[src/design/qnet_cmd_pkg.sv]
`default_nettype none

package qnet_cmd_pkg;

   //////////////////////////////
   // Widths
   localparam int HDR_W   = 64;
   localparam int DT_W    = 32;
   localparam int PRM10_W = 10;

   // Header field positions
   localparam int ID_LSB  = 57;
   localparam int ID_W    = 5;
   localparam int FLG_LSB = 54;
   localparam int HDT_LSB = 0;

   //////////////////////////////
   // Command IDs
   typedef enum logic [ID_W-1:0] {
      CMD_GET_NET  = 5'd1,
      CMD_SET_NET  = 5'd2,
      CMD_SYNC1    = 5'd3,
      CMD_UPDT_OFF = 5'd8,
      CMD_SET_DT   = 5'd9
   } cmd_id_t;

   // Parameter write vector bits
   localparam int PW_ID  = 0;
   localparam int PW_NN  = 1;
   localparam int PW_RTD = 2;
   localparam int PW_OFF = 3;
   localparam int PW_DT  = 4;
   localparam int PW_N   = 5;

   // Command sources, lowest index wins arbitration
   localparam int SRC_LOC = 0;
   localparam int SRC_NET = 1;
   localparam int N_SRC   = 2;

   // Timeout fires on the top bit, 512 ticks
   localparam int TOUT_W = 10;

endpackage

`default_nettype wire

[src/design/qnet_req_port.sv]
`timescale 1ns/1ns
`default_nettype none

module qnet_req_port (
   input  wire  t_clk_i,
   input  wire  t_rst_ni,
   input  logic req_i,
   input  logic grant_i,
   input  logic done_i,
   input  logic abort_i,
   output logic ack_o
);

   typedef enum logic [1:0] {
      P_IDLE,
      P_ACTIVE,
      P_RELEASE
   } port_st_t;

   port_st_t port_st, port_st_nxt;

   always_comb begin
      port_st_nxt = port_st;
      case (port_st)
         P_IDLE: if (grant_i) port_st_nxt = P_ACTIVE;
         // Requester may already have dropped its request
         P_ACTIVE: if (done_i) port_st_nxt = req_i ? P_RELEASE : P_IDLE;
         P_RELEASE: if (!req_i) port_st_nxt = P_IDLE;
         default: port_st_nxt = P_IDLE;
      endcase
      if (abort_i) port_st_nxt = P_IDLE;
   end

   always_ff @(posedge t_clk_i or negedge t_rst_ni) begin
      if (!t_rst_ni) port_st <= P_IDLE;
      else           port_st <= port_st_nxt;
   end

   assign ack_o = (port_st != P_IDLE);

   // Sequencer must not grant a source still holding its acknowledge
   a_no_grant_while_ack : assert property (
      @(posedge t_clk_i) disable iff (!t_rst_ni) grant_i |-> !ack_o
   );

endmodule

`default_nettype wire

[src/design/qnet_link_sequencer.sv]
`timescale 1ns/1ns
`default_nettype none

module qnet_link_sequencer (
   input  wire                              t_clk_i,
   input  wire                              t_rst_ni,
   input  logic                             ctrl_rst_i,
   input  logic                             link_ready_i,
   input  logic                             tick_i,
   input  logic [qnet_cmd_pkg::N_SRC-1:0]   req_i,
   input  logic [qnet_cmd_pkg::N_SRC-1:0]   ack_i,
   output logic [qnet_cmd_pkg::N_SRC-1:0]   grant_o,
   output logic                             abort_o,
   output logic                             c_ready_o
);

   typedef enum logic [1:0] {
      L_NOT_READY,
      L_IDLE,
      L_BUSY
   } link_st_t;

   link_st_t link_st, link_st_nxt;

   logic [qnet_cmd_pkg::TOUT_W-1:0] tout_cnt;
   logic                            time_out;

   //////////////////////////////
   // Timeout on slow ticks
   assign time_out = tout_cnt[qnet_cmd_pkg::TOUT_W-1];

   // Ticks counted only while a command is held
   always_ff @(posedge t_clk_i or negedge t_rst_ni) begin
      if (!t_rst_ni)              tout_cnt <= '0;
      else if (link_st != L_BUSY) tout_cnt <= '0;
      else if (tick_i)            tout_cnt <= tout_cnt + 1'b1;
   end

   assign abort_o = ctrl_rst_i | ~link_ready_i | time_out;

   //////////////////////////////
   // Local source wins the grant
   always_comb begin
      grant_o = '0;
      if (link_st == L_IDLE && !abort_o) begin
         if (req_i[qnet_cmd_pkg::SRC_LOC])      grant_o[qnet_cmd_pkg::SRC_LOC] = 1'b1;
         else if (req_i[qnet_cmd_pkg::SRC_NET]) grant_o[qnet_cmd_pkg::SRC_NET] = 1'b1;
      end
   end

   always_comb begin
      link_st_nxt = link_st;
      case (link_st)
         L_NOT_READY: link_st_nxt = L_IDLE;
         L_IDLE:      if (|grant_o) link_st_nxt = L_BUSY;
         // Back to idle once every acknowledge has dropped
         L_BUSY:      if (ack_i == '0) link_st_nxt = L_IDLE;
         default:     link_st_nxt = L_NOT_READY;
      endcase
      if (abort_o) link_st_nxt = L_NOT_READY;
   end

   always_ff @(posedge t_clk_i or negedge t_rst_ni) begin
      if (!t_rst_ni) link_st <= L_NOT_READY;
      else           link_st <= link_st_nxt;
   end

   assign c_ready_o = (link_st == L_IDLE);

   // No port may still hold its acknowledge while the link is idle
   a_idle_no_ack : assert property (
      @(posedge t_clk_i) disable iff (!t_rst_ni) (link_st == L_IDLE) |-> (ack_i == '0)
   );

endmodule

`default_nettype wire

[src/design/qnet_cmd_exec.sv]
`timescale 1ns/1ns
`default_nettype none

module qnet_cmd_exec (
   input  wire                                    t_clk_i,
   input  wire                                    t_rst_ni,
   input  logic                                   tick_i,
   input  logic                                   abort_i,
   input  logic [qnet_cmd_pkg::N_SRC-1:0]         grant_i,
   input  logic [qnet_cmd_pkg::HDR_W-1:0]         cmd_header_i,
   input  logic [2*qnet_cmd_pkg::DT_W-1:0]        cmd_dt_i,
   input  logic [qnet_cmd_pkg::DT_W-1:0]          rtd_i,
   input  logic [qnet_cmd_pkg::DT_W-1:0]          t_link_i,
   input  logic                                   tx_ack_i,
   output logic                                   done_o,
   output logic                                   launch_o,
   output logic [qnet_cmd_pkg::HDR_W-1:0]         launch_header_o,
   output logic [2*qnet_cmd_pkg::DT_W-1:0]        launch_dt_o,
   output logic [qnet_cmd_pkg::PW_N-1:0]          param_we_o,
   output logic [qnet_cmd_pkg::PRM10_W-1:0]       param_10_o,
   output logic [qnet_cmd_pkg::DT_W-1:0]          param_32_o,
   output logic [2*qnet_cmd_pkg::DT_W-1:0]        param_64_o,
   output logic                                   time_reset_o,
   output logic                                   time_init_o,
   output logic                                   time_updt_o
);

   localparam int DW = qnet_cmd_pkg::DT_W;

   typedef enum logic [1:0] {
      E_IDLE,
      E_TICK,
      E_TX_ACK,
      E_TX_NACK
   } exec_st_t;

   exec_st_t exec_st, exec_st_nxt;

   logic [qnet_cmd_pkg::HDR_W-1:0] hdr_q;
   logic [2*DW-1:0]                dt_q;
   logic                           src_net_q;
   logic [qnet_cmd_pkg::ID_W-1:0]  in_id;
   logic [qnet_cmd_pkg::ID_W-1:0]  cmd_id;
   logic [DW-1:0]                  dt_lo;
   logic                           cmd_cap;
   logic                           net_sync1_cap;

   function automatic logic id_known(input logic [qnet_cmd_pkg::ID_W-1:0] id);
      case (id)
         qnet_cmd_pkg::CMD_GET_NET,
         qnet_cmd_pkg::CMD_SET_NET,
         qnet_cmd_pkg::CMD_SYNC1,
         qnet_cmd_pkg::CMD_UPDT_OFF,
         qnet_cmd_pkg::CMD_SET_DT: id_known = 1'b1;
         default:                  id_known = 1'b0;
      endcase
   endfunction

   assign in_id   = cmd_header_i[qnet_cmd_pkg::ID_LSB +: qnet_cmd_pkg::ID_W];
   assign cmd_id  = hdr_q[qnet_cmd_pkg::ID_LSB +: qnet_cmd_pkg::ID_W];
   assign dt_lo   = dt_q[DW-1:0];
   assign cmd_cap = (exec_st == E_IDLE) && (|grant_i);
   // Network SYNC1 sets the offset straight from the live inputs
   assign net_sync1_cap = cmd_cap && grant_i[qnet_cmd_pkg::SRC_NET]
                          && (in_id == qnet_cmd_pkg::CMD_SYNC1);

   //////////////////////////////
   // Capture
   always_ff @(posedge t_clk_i) begin
      if (cmd_cap) begin
         hdr_q     <= cmd_header_i;
         dt_q      <= cmd_dt_i;
         src_net_q <= grant_i[qnet_cmd_pkg::SRC_NET];
      end
   end

   //////////////////////////////
   // Execution FSM
   always_comb begin
      exec_st_nxt = exec_st;
      case (exec_st)
         E_IDLE:    if (cmd_cap && id_known(in_id)) exec_st_nxt = E_TICK;
         E_TICK:    if (tick_i) exec_st_nxt = E_TX_ACK;
         E_TX_ACK:  if (tx_ack_i) exec_st_nxt = E_TX_NACK;
         E_TX_NACK: if (!tx_ack_i) exec_st_nxt = E_IDLE;
         default:   exec_st_nxt = E_IDLE;
      endcase
      if (abort_i) exec_st_nxt = E_IDLE;
   end

   always_ff @(posedge t_clk_i or negedge t_rst_ni) begin
      if (!t_rst_ni) begin
         exec_st <= E_IDLE;
         done_o  <= 1'b0;
      end else begin
         exec_st <= exec_st_nxt;
         // Unknown IDs finish right after capture
         done_o  <= !abort_i && ((cmd_cap && !id_known(in_id)) ||
                                 (exec_st == E_TX_NACK && !tx_ack_i));
      end
   end

   //////////////////////////////
   // Launch, parameter writes and time strobes
   always_comb begin
      launch_o        = 1'b0;
      launch_header_o = hdr_q;
      launch_dt_o     = dt_q;
      param_we_o      = '0;
      param_10_o      = '0;
      param_32_o      = '0;
      param_64_o      = '0;
      time_reset_o    = 1'b0;
      time_init_o     = 1'b0;
      time_updt_o     = 1'b0;
      if (net_sync1_cap) begin
         param_we_o[qnet_cmd_pkg::PW_OFF] = 1'b1;
         param_32_o  = cmd_dt_i[DW-1:0] + cmd_dt_i[2*DW-1:DW];
         time_init_o = 1'b1;
      end
      if (exec_st == E_TICK && tick_i) begin
         launch_o = 1'b1;
         case (cmd_id)
            qnet_cmd_pkg::CMD_GET_NET: begin
               launch_dt_o = '0;
               param_we_o[qnet_cmd_pkg::PW_ID] = 1'b1;
               if (src_net_q) begin
                  param_10_o      = hdr_q[qnet_cmd_pkg::HDT_LSB +: qnet_cmd_pkg::PRM10_W];
                  launch_header_o = hdr_q + 1'b1;
               end else begin
                  param_10_o   = qnet_cmd_pkg::PRM10_W'(1);
                  time_reset_o = 1'b1;
               end
            end
            qnet_cmd_pkg::CMD_SET_NET: begin
               if (src_net_q) begin
                  param_we_o[qnet_cmd_pkg::PW_RTD] = 1'b1;
                  param_we_o[qnet_cmd_pkg::PW_NN]  = 1'b1;
                  param_32_o = dt_q[2*DW-1:DW];
                  param_10_o = hdr_q[qnet_cmd_pkg::HDT_LSB +: qnet_cmd_pkg::PRM10_W];
               end else begin
                  launch_dt_o  = {rtd_i, t_link_i};
                  time_reset_o = 1'b1;
               end
            end
            qnet_cmd_pkg::CMD_SYNC1: begin
               if (src_net_q) begin
                  launch_dt_o = {{DW{1'b0}}, dt_lo + t_link_i};
               end else begin
                  launch_dt_o  = {{DW{1'b0}}, t_link_i};
                  time_reset_o = 1'b1;
               end
            end
            qnet_cmd_pkg::CMD_UPDT_OFF: begin
               if (src_net_q) begin
                  param_we_o[qnet_cmd_pkg::PW_OFF] = 1'b1;
                  param_32_o  = dt_lo;
                  time_updt_o = 1'b1;
               end
            end
            qnet_cmd_pkg::CMD_SET_DT: begin
               if (src_net_q) begin
                  param_we_o[qnet_cmd_pkg::PW_DT] = 1'b1;
                  param_64_o = dt_q;
               end
            end
            default: ;
         endcase
      end
   end

endmodule

`default_nettype wire

[src/design/qnet_tx_launch.sv]
`timescale 1ns/1ns
`default_nettype none

module qnet_tx_launch (
   input  wire                                t_clk_i,
   input  wire                                t_rst_ni,
   input  logic                               abort_i,
   input  logic                               launch_i,
   input  logic [qnet_cmd_pkg::HDR_W-1:0]     launch_header_i,
   input  logic [2*qnet_cmd_pkg::DT_W-1:0]    launch_dt_i,
   input  logic                               tx_ack_i,
   output logic                               tx_req_o,
   output logic [qnet_cmd_pkg::HDR_W-1:0]     tx_header_o,
   output logic [2*qnet_cmd_pkg::DT_W-1:0]    tx_dt_o
);

   // Request held until the link takes it
   always_ff @(posedge t_clk_i or negedge t_rst_ni) begin
      if (!t_rst_ni) begin
         tx_req_o <= 1'b0;
      end else if (abort_i) begin
         tx_req_o <= 1'b0;
      end else if (launch_i) begin
         tx_req_o <= 1'b1;
      end else if (tx_req_o && tx_ack_i) begin
         tx_req_o <= 1'b0;
      end
   end

   always_ff @(posedge t_clk_i) begin
      if (launch_i) begin
         tx_header_o <= launch_header_i;
         tx_dt_o     <= launch_dt_i;
      end
   end

   // Executor waits out the full acknowledge before a new launch
   a_no_launch_while_req : assert property (
      @(posedge t_clk_i) disable iff (!t_rst_ni) launch_i |-> !tx_req_o
   );

endmodule

`default_nettype wire

[src/design/qnet_cmd_top.sv]
`timescale 1ns/1ns
`default_nettype none

module qnet_cmd_top (
   input  wire                                    t_clk_i,
   input  wire                                    t_rst_ni,
   input  logic                                   ctrl_rst_i,
   input  logic                                   link_ready_i,
   input  logic                                   tick_i,
   input  logic [qnet_cmd_pkg::DT_W-1:0]          rtd_i,
   input  logic [qnet_cmd_pkg::DT_W-1:0]          t_link_i,
   output logic                                   c_ready_o,
   input  logic                                   loc_cmd_req_i,
   input  logic                                   net_cmd_req_i,
   input  logic [qnet_cmd_pkg::HDR_W-1:0]         cmd_header_i,
   input  logic [2*qnet_cmd_pkg::DT_W-1:0]        cmd_dt_i,
   output logic                                   loc_cmd_ack_o,
   output logic                                   net_cmd_ack_o,
   output logic [qnet_cmd_pkg::PW_N-1:0]          param_we_o,
   output logic [qnet_cmd_pkg::PRM10_W-1:0]       param_10_o,
   output logic [qnet_cmd_pkg::DT_W-1:0]          param_32_o,
   output logic [2*qnet_cmd_pkg::DT_W-1:0]        param_64_o,
   output logic                                   tx_req_o,
   output logic [qnet_cmd_pkg::HDR_W-1:0]         tx_header_o,
   output logic [2*qnet_cmd_pkg::DT_W-1:0]        tx_dt_o,
   input  logic                                   tx_ack_i,
   output logic                                   time_reset_o,
   output logic                                   time_init_o,
   output logic                                   time_updt_o
);

   logic [qnet_cmd_pkg::N_SRC-1:0]      src_req;
   logic [qnet_cmd_pkg::N_SRC-1:0]      src_grant;
   logic [qnet_cmd_pkg::N_SRC-1:0]      src_ack;
   logic                                seq_abort;
   logic                                cmd_done;
   logic                                launch;
   logic [qnet_cmd_pkg::HDR_W-1:0]      launch_header;
   logic [2*qnet_cmd_pkg::DT_W-1:0]     launch_dt;

   assign src_req[qnet_cmd_pkg::SRC_LOC] = loc_cmd_req_i;
   assign src_req[qnet_cmd_pkg::SRC_NET] = net_cmd_req_i;
   assign loc_cmd_ack_o = src_ack[qnet_cmd_pkg::SRC_LOC];
   assign net_cmd_ack_o = src_ack[qnet_cmd_pkg::SRC_NET];

   //////////////////////////////
   // Link state and arbitration
   qnet_link_sequencer u_seq (
      .t_clk_i      (t_clk_i),
      .t_rst_ni     (t_rst_ni),
      .ctrl_rst_i   (ctrl_rst_i),
      .link_ready_i (link_ready_i),
      .tick_i       (tick_i),
      .req_i        (src_req),
      .ack_i        (src_ack),
      .grant_o      (src_grant),
      .abort_o      (seq_abort),
      .c_ready_o    (c_ready_o)
   );

   // One handshake port per source, done shared
   for (genvar i = 0; i < qnet_cmd_pkg::N_SRC; i++) begin : g_port
      qnet_req_port u_port (
         .t_clk_i  (t_clk_i),
         .t_rst_ni (t_rst_ni),
         .req_i    (src_req[i]),
         .grant_i  (src_grant[i]),
         .done_i   (cmd_done),
         .abort_i  (seq_abort),
         .ack_o    (src_ack[i])
      );
   end

   //////////////////////////////
   // Execution and transmit
   qnet_cmd_exec u_exec (
      .t_clk_i         (t_clk_i),
      .t_rst_ni        (t_rst_ni),
      .tick_i          (tick_i),
      .abort_i         (seq_abort),
      .grant_i         (src_grant),
      .cmd_header_i    (cmd_header_i),
      .cmd_dt_i        (cmd_dt_i),
      .rtd_i           (rtd_i),
      .t_link_i        (t_link_i),
      .tx_ack_i        (tx_ack_i),
      .done_o          (cmd_done),
      .launch_o        (launch),
      .launch_header_o (launch_header),
      .launch_dt_o     (launch_dt),
      .param_we_o      (param_we_o),
      .param_10_o      (param_10_o),
      .param_32_o      (param_32_o),
      .param_64_o      (param_64_o),
      .time_reset_o    (time_reset_o),
      .time_init_o     (time_init_o),
      .time_updt_o     (time_updt_o)
   );

   qnet_tx_launch u_launch (
      .t_clk_i         (t_clk_i),
      .t_rst_ni        (t_rst_ni),
      .abort_i         (seq_abort),
      .launch_i        (launch),
      .launch_header_i (launch_header),
      .launch_dt_i     (launch_dt),
      .tx_ack_i        (tx_ack_i),
      .tx_req_o        (tx_req_o),
      .tx_header_o     (tx_header_o),
      .tx_dt_o         (tx_dt_o)
   );

endmodule

`default_nettype wire

[config.mk]
export PLATFORM = sky130hd
export DESIGN_NAME = qnet_cmd_top
export DESIGN_NICKNAME = d
export VERILOG_FILES = /design/src/design/qnet_cmd_pkg.sv /design/src/design/qnet_req_port.sv /design/src/design/qnet_link_sequencer.sv /design/src/design/qnet_cmd_exec.sv /design/src/design/qnet_tx_launch.sv /design/src/design/qnet_cmd_top.sv
export SDC_FILE = /design/constraint.sdc
export NUM_CORES = 1
export LEC_CHECK = 0
export BUFFER_PORTS_ARGS = -buffer_cell sky130_fd_sc_hd__buf_2
export CORE_MARGIN = 10
export CORE_UTILIZATION = 40
export DETAILED_ROUTE_END_ITERATION = 8
export PLACE_DENSITY_LB_ADDON = 0.2
export SLEW_MARGIN = 20
export SYNTH_ARGS = -nofsm -noshare
export SYNTH_HDL_FRONTEND = slang
export SYNTH_HIERARCHICAL = 1
export SYNTH_SLANG_ARGS = --single-unit
[constraint.sdc]
create_clock -name t_clk_i -period 7 [get_ports t_clk_i]
set_clock_uncertainty 0.05 [all_clocks]
set_input_delay 1.4 -clock t_clk_i [delete_from_list [all_inputs] [get_ports t_clk_i]]
set_output_delay 1.4 -clock t_clk_i [all_outputs]
set_load 0.02 [all_outputs]
==> summary.md <==
| Metric | Value |
|---|---|
| Critical path type | primary input to output pin |
| Worst hold path type | register to register |
| Drt first pass iters | 5 |
| Slowest CP cell | o31ai_1 |
| Power per cell area | 208 mW/mm2 |
| Post_cts resized | 0 |
| WHS Endpoint | u_launch/tx_header_o[63] |
| Synth Instances | 1379 |
| Share of cells above drive strength 1 | 29.2% |
| Routability-driven placement congestion ratio | 0.918 |
| Worst Reg-to-Reg Cells | 12 |
| Ranking of synthesized cells by area | edfxtp_1, ha_1, dfrtp_1 |
| Fin nets | 2095 |
| Post-synth cell types | 79 |
| Status | finished, final reports clean |
| Clock Tree Buf Depth | 3 |
| Yosys Warn Count | 6 |
| Async SR Flop Fraction | 7.22% |
| IO Port Bufs | 445 |
| CP endpoint kind | output pin |
| Min cycle time layout | 6.19 ns |
| Sequential-to-total area share from yosys stat | 53.4% |
| CTS clk-pin slew, worst paths | 0.06 ns |
| Post-DP Area | 0.0182 mm2 |
| Max VDD drop | 0.137 mV |
| Tcrit/Tclk final | 88.5% |
| GRT Total Usage | 22.5% |
| Worst endpoint data arrival time | 4.74 ns |
| Most used cell, CP | buf_2 |
| Worst EP required | 5.55 ns |
| Setup TNS | 0 ns |
| RSZ-0062 raised after global routing | false |
| Routed Antenna Nets | 0 |
| Initial antenna violation count | 15 |
| Mapped Area | 0.0154 mm2 |
| Critical Path Max Stage Delay | 0.59 ns |
| Cts bufs inserted | 34 |
| Core box area | 0.0378 mm2 |
| Die Wd | 216 um |
| Largest net degree at the start of global routing | 73 |
| Hold Path Depth | 0 |
| Lkg Pwr | 8.00 nW |
| Worst-path cell chain | buf_2, ha_1, inv_1, fa_1, nor2b_1, o21ai_0, a21boi_1, o311a_1, o211ai_1, o31ai_1, o311ai_0, a21o_1, a32o_1, buf_2 |
| Clock root buffer master | clkbuf_16 |
| Syn-to-layout area delta | 26.0% |
| Final Hold Fails | 0 |
| Total clock sinks | 277 |
| CTS tree | yes |
| Gr ovfl total | 0 |
| Worst r2r dst | u_launch/tx_dt_o[30] |
| Initial core utilization | 40.7% |
| H-tree levels | 2 |
| Initial DRC count | 941 |
| Slew margin rel. | 27.0% |
| Number of global-route vias before repair | 13300 |
| Reg2reg start | u_exec/dt_q[0] |
| Die H | 216 um |
| Final setup fails | 0 |
| Post-DP HPWL | 42100 um |
| Remaining DRCs | 0 |
| IO Count | 446 |
| Syn_nets | 1651 |
| Area leader, netlist | edfxtp_1 |
| Startpoint types | primary input |
| Number of hold buffers added after CTS | 0 |
| Top-area cell type share of the netlist area | 50.1% |
| Final slew viol count | 0 |
| Max-cap violation count | 0 |
| Row cnt | 71 |
| Flops & latches, synth | 277 |
| Setup Fix Bufs, Post-CTS | 0 |
| Routed WL | 54600 um |
| Post-synth EDFFs | 257 |
| Clk Latency, worst-skew pair | 0.55 ns |
| Crit path max fanout | 5 |
| Fin area | 0.0194 mm2 |
| Synth Area per Inst | 11.2 um2 |
| Primary FF master, synth | edfxtp_1 |
| Via/cell ratio | 5.50 |
| F_max | 161 MHz |
| R2R Setup Slk | 3.26 ns |
| First-pass GRT wire length | 81000 um |
| Die area | 0.0467 mm2 |
| Via count | 13000 |
| Worst-margin pin slew | 1.09 ns |
| Wire per inst | 23.1 um |
| HP Start | u_exec/hdr_q[63] |
==> layout by cell type, fill, tap and decap left out, drive strengths merged, types with 7 or more instances in the layout <==
master  count
a211oi     13
a21o       23
a21oi      94
a22o       39
a22oi      38
a31oi      13
and2       74
and3       21
buf       460
clkbuf     39
clkinv     12
dfrtp      20
diode       8
edfxtp    257
ha         70
inv        42
mux2i       8
nand2      98
nand2b     16
nand3      58
nand4      14
nor2       71
nor2b      14
nor3       27
nor4        7
o211ai     11
o21a        9
o21ai      69
o21bai     11
o22ai      21
o31ai      14
or3         7
xnor2      55
xor2       46
==> sequential cells by signal, indices dropped and copies added (netlist names), 2 cells and up <==
register / flops
u_exec/dt_q: 64
u_exec/hdr_q: 64
u_launch/tx_dt_o: 64
u_launch/tx_header_o: 64
u_seq/tout_cnt: 10
g_port.u_port/port_st: 4
u_exec/exec_st: 2
u_seq/link_st: 2
==> worst max-delay path by stage <==
stage	startpoint	endpoint	depth (start not counted)
after floorplan	tick_i	time_reset_o	4
after global placement	cmd_dt_i[0]	param_32_o[30]	14
after detailed placement	cmd_dt_i[0]	param_32_o[26]	14
after CTS	cmd_dt_i[0]	param_32_o[26]	14
after global routing	cmd_dt_i[0]	param_32_o[30]	14
final	cmd_dt_i[0]	param_32_o[30]	14
==> synthesized netlist by cell type (6+ instances only) <==
cell type	instances
xor2_1	46
xnor2_1	55
and2_1	74
o22ai_1	21
nor2b_1	14
clkbuf_1	43
nand3_1	58
o211ai_1	11
a21o_1	23
edfxtp_1	257
o21ai_0	68
o21a_1	9
o31ai_1	13
a22oi_1	38
nand3b_1	6
nor3_1	26
o21bai_1	11
mux2i_1	8
nand4_1	12
inv_1	42
a21oi_1	93
or4_1	6
nand2_1	97
nor2_1	70
and3_1	21
a211oi_1	13
nand2b_1	16
a22o_1	39
ha_1	70
dfrtp_1	20
a31oi_1	13
==> through the flow <==
stage	cells	util (%)	power [mW]	hold WS, ns	setup slack (ns)
finish	2368	51.3	4.03	0.371	0.805
global route	2367	51.3	4.18	0.375	0.583
CTS	2360	51.2	4.07	0.375	0.823
detailed placement	2298	48.1	2.21	0.361	0.843
global placement	2298	48.1	2.21	0.353	0.851
floorplan	1379	-	2.08	0.394	0.337
==> layer usage <==
layer / vias to the layer above / track usage, % / share of wire (%)
met2: 474 / 38.2 / 49
met4: 12 / 6.22 / 2.1
met1: 6321 / 26.8 / 41
met3: 84 / 7.05 / 8.2
met5: - / 0 / 0.14
li1: 6133 / - / -
==> kinds of logic after synthesis <==
logic type / Yosys count / synth area share (%)
AOI/OAI and AO/OA: 391 / 16.9
xor gates and xnor gates: 101 / 5.75
adders and majority gates: 72 / 5.95
buffers and inverters: 94 / 2.36
DFF: 277 / 53.4
muxes: 9 / 0.593
and+or+nand+nor: 435 / 15.1
==> critical path: cells and delay by family <==
kind	cells	cell delay [ns]
AOI/OAI and AO/OA	8	2.28
adders and majority gates	2	0.62
buffers and inverters	3	0.33
and+or+nand+nor	1	0.12
==> layout make-up <==
class | instances | area [um2]
Antenna cell | 8 | 20.0
Multi-Input combinational cell | 1008 | 6850
Clock buffer | 39 | 891
Fill cell | 3493 | 18400
Timing Repair Buffer | 460 | 2340
Clock inverter | 23 | 275
Sequential cell | 277 | 8220
Tap cell | 511 | 639
Inverter | 42 | 163
==> where the power goes <==
| group | switching [mW] | internal (mW) | total (mW) |
|---|---|---|---|
| registers | 0.0151 | 1.82 | 1.83 |
| logic | 0.197 | 0.152 | 0.349 |
| clock network | 0.737 | 1.11 | 1.85 |
| total | 0.949 | 3.08 | 4.03 |
Note: power is estimated with default switching activity, not from simulation.
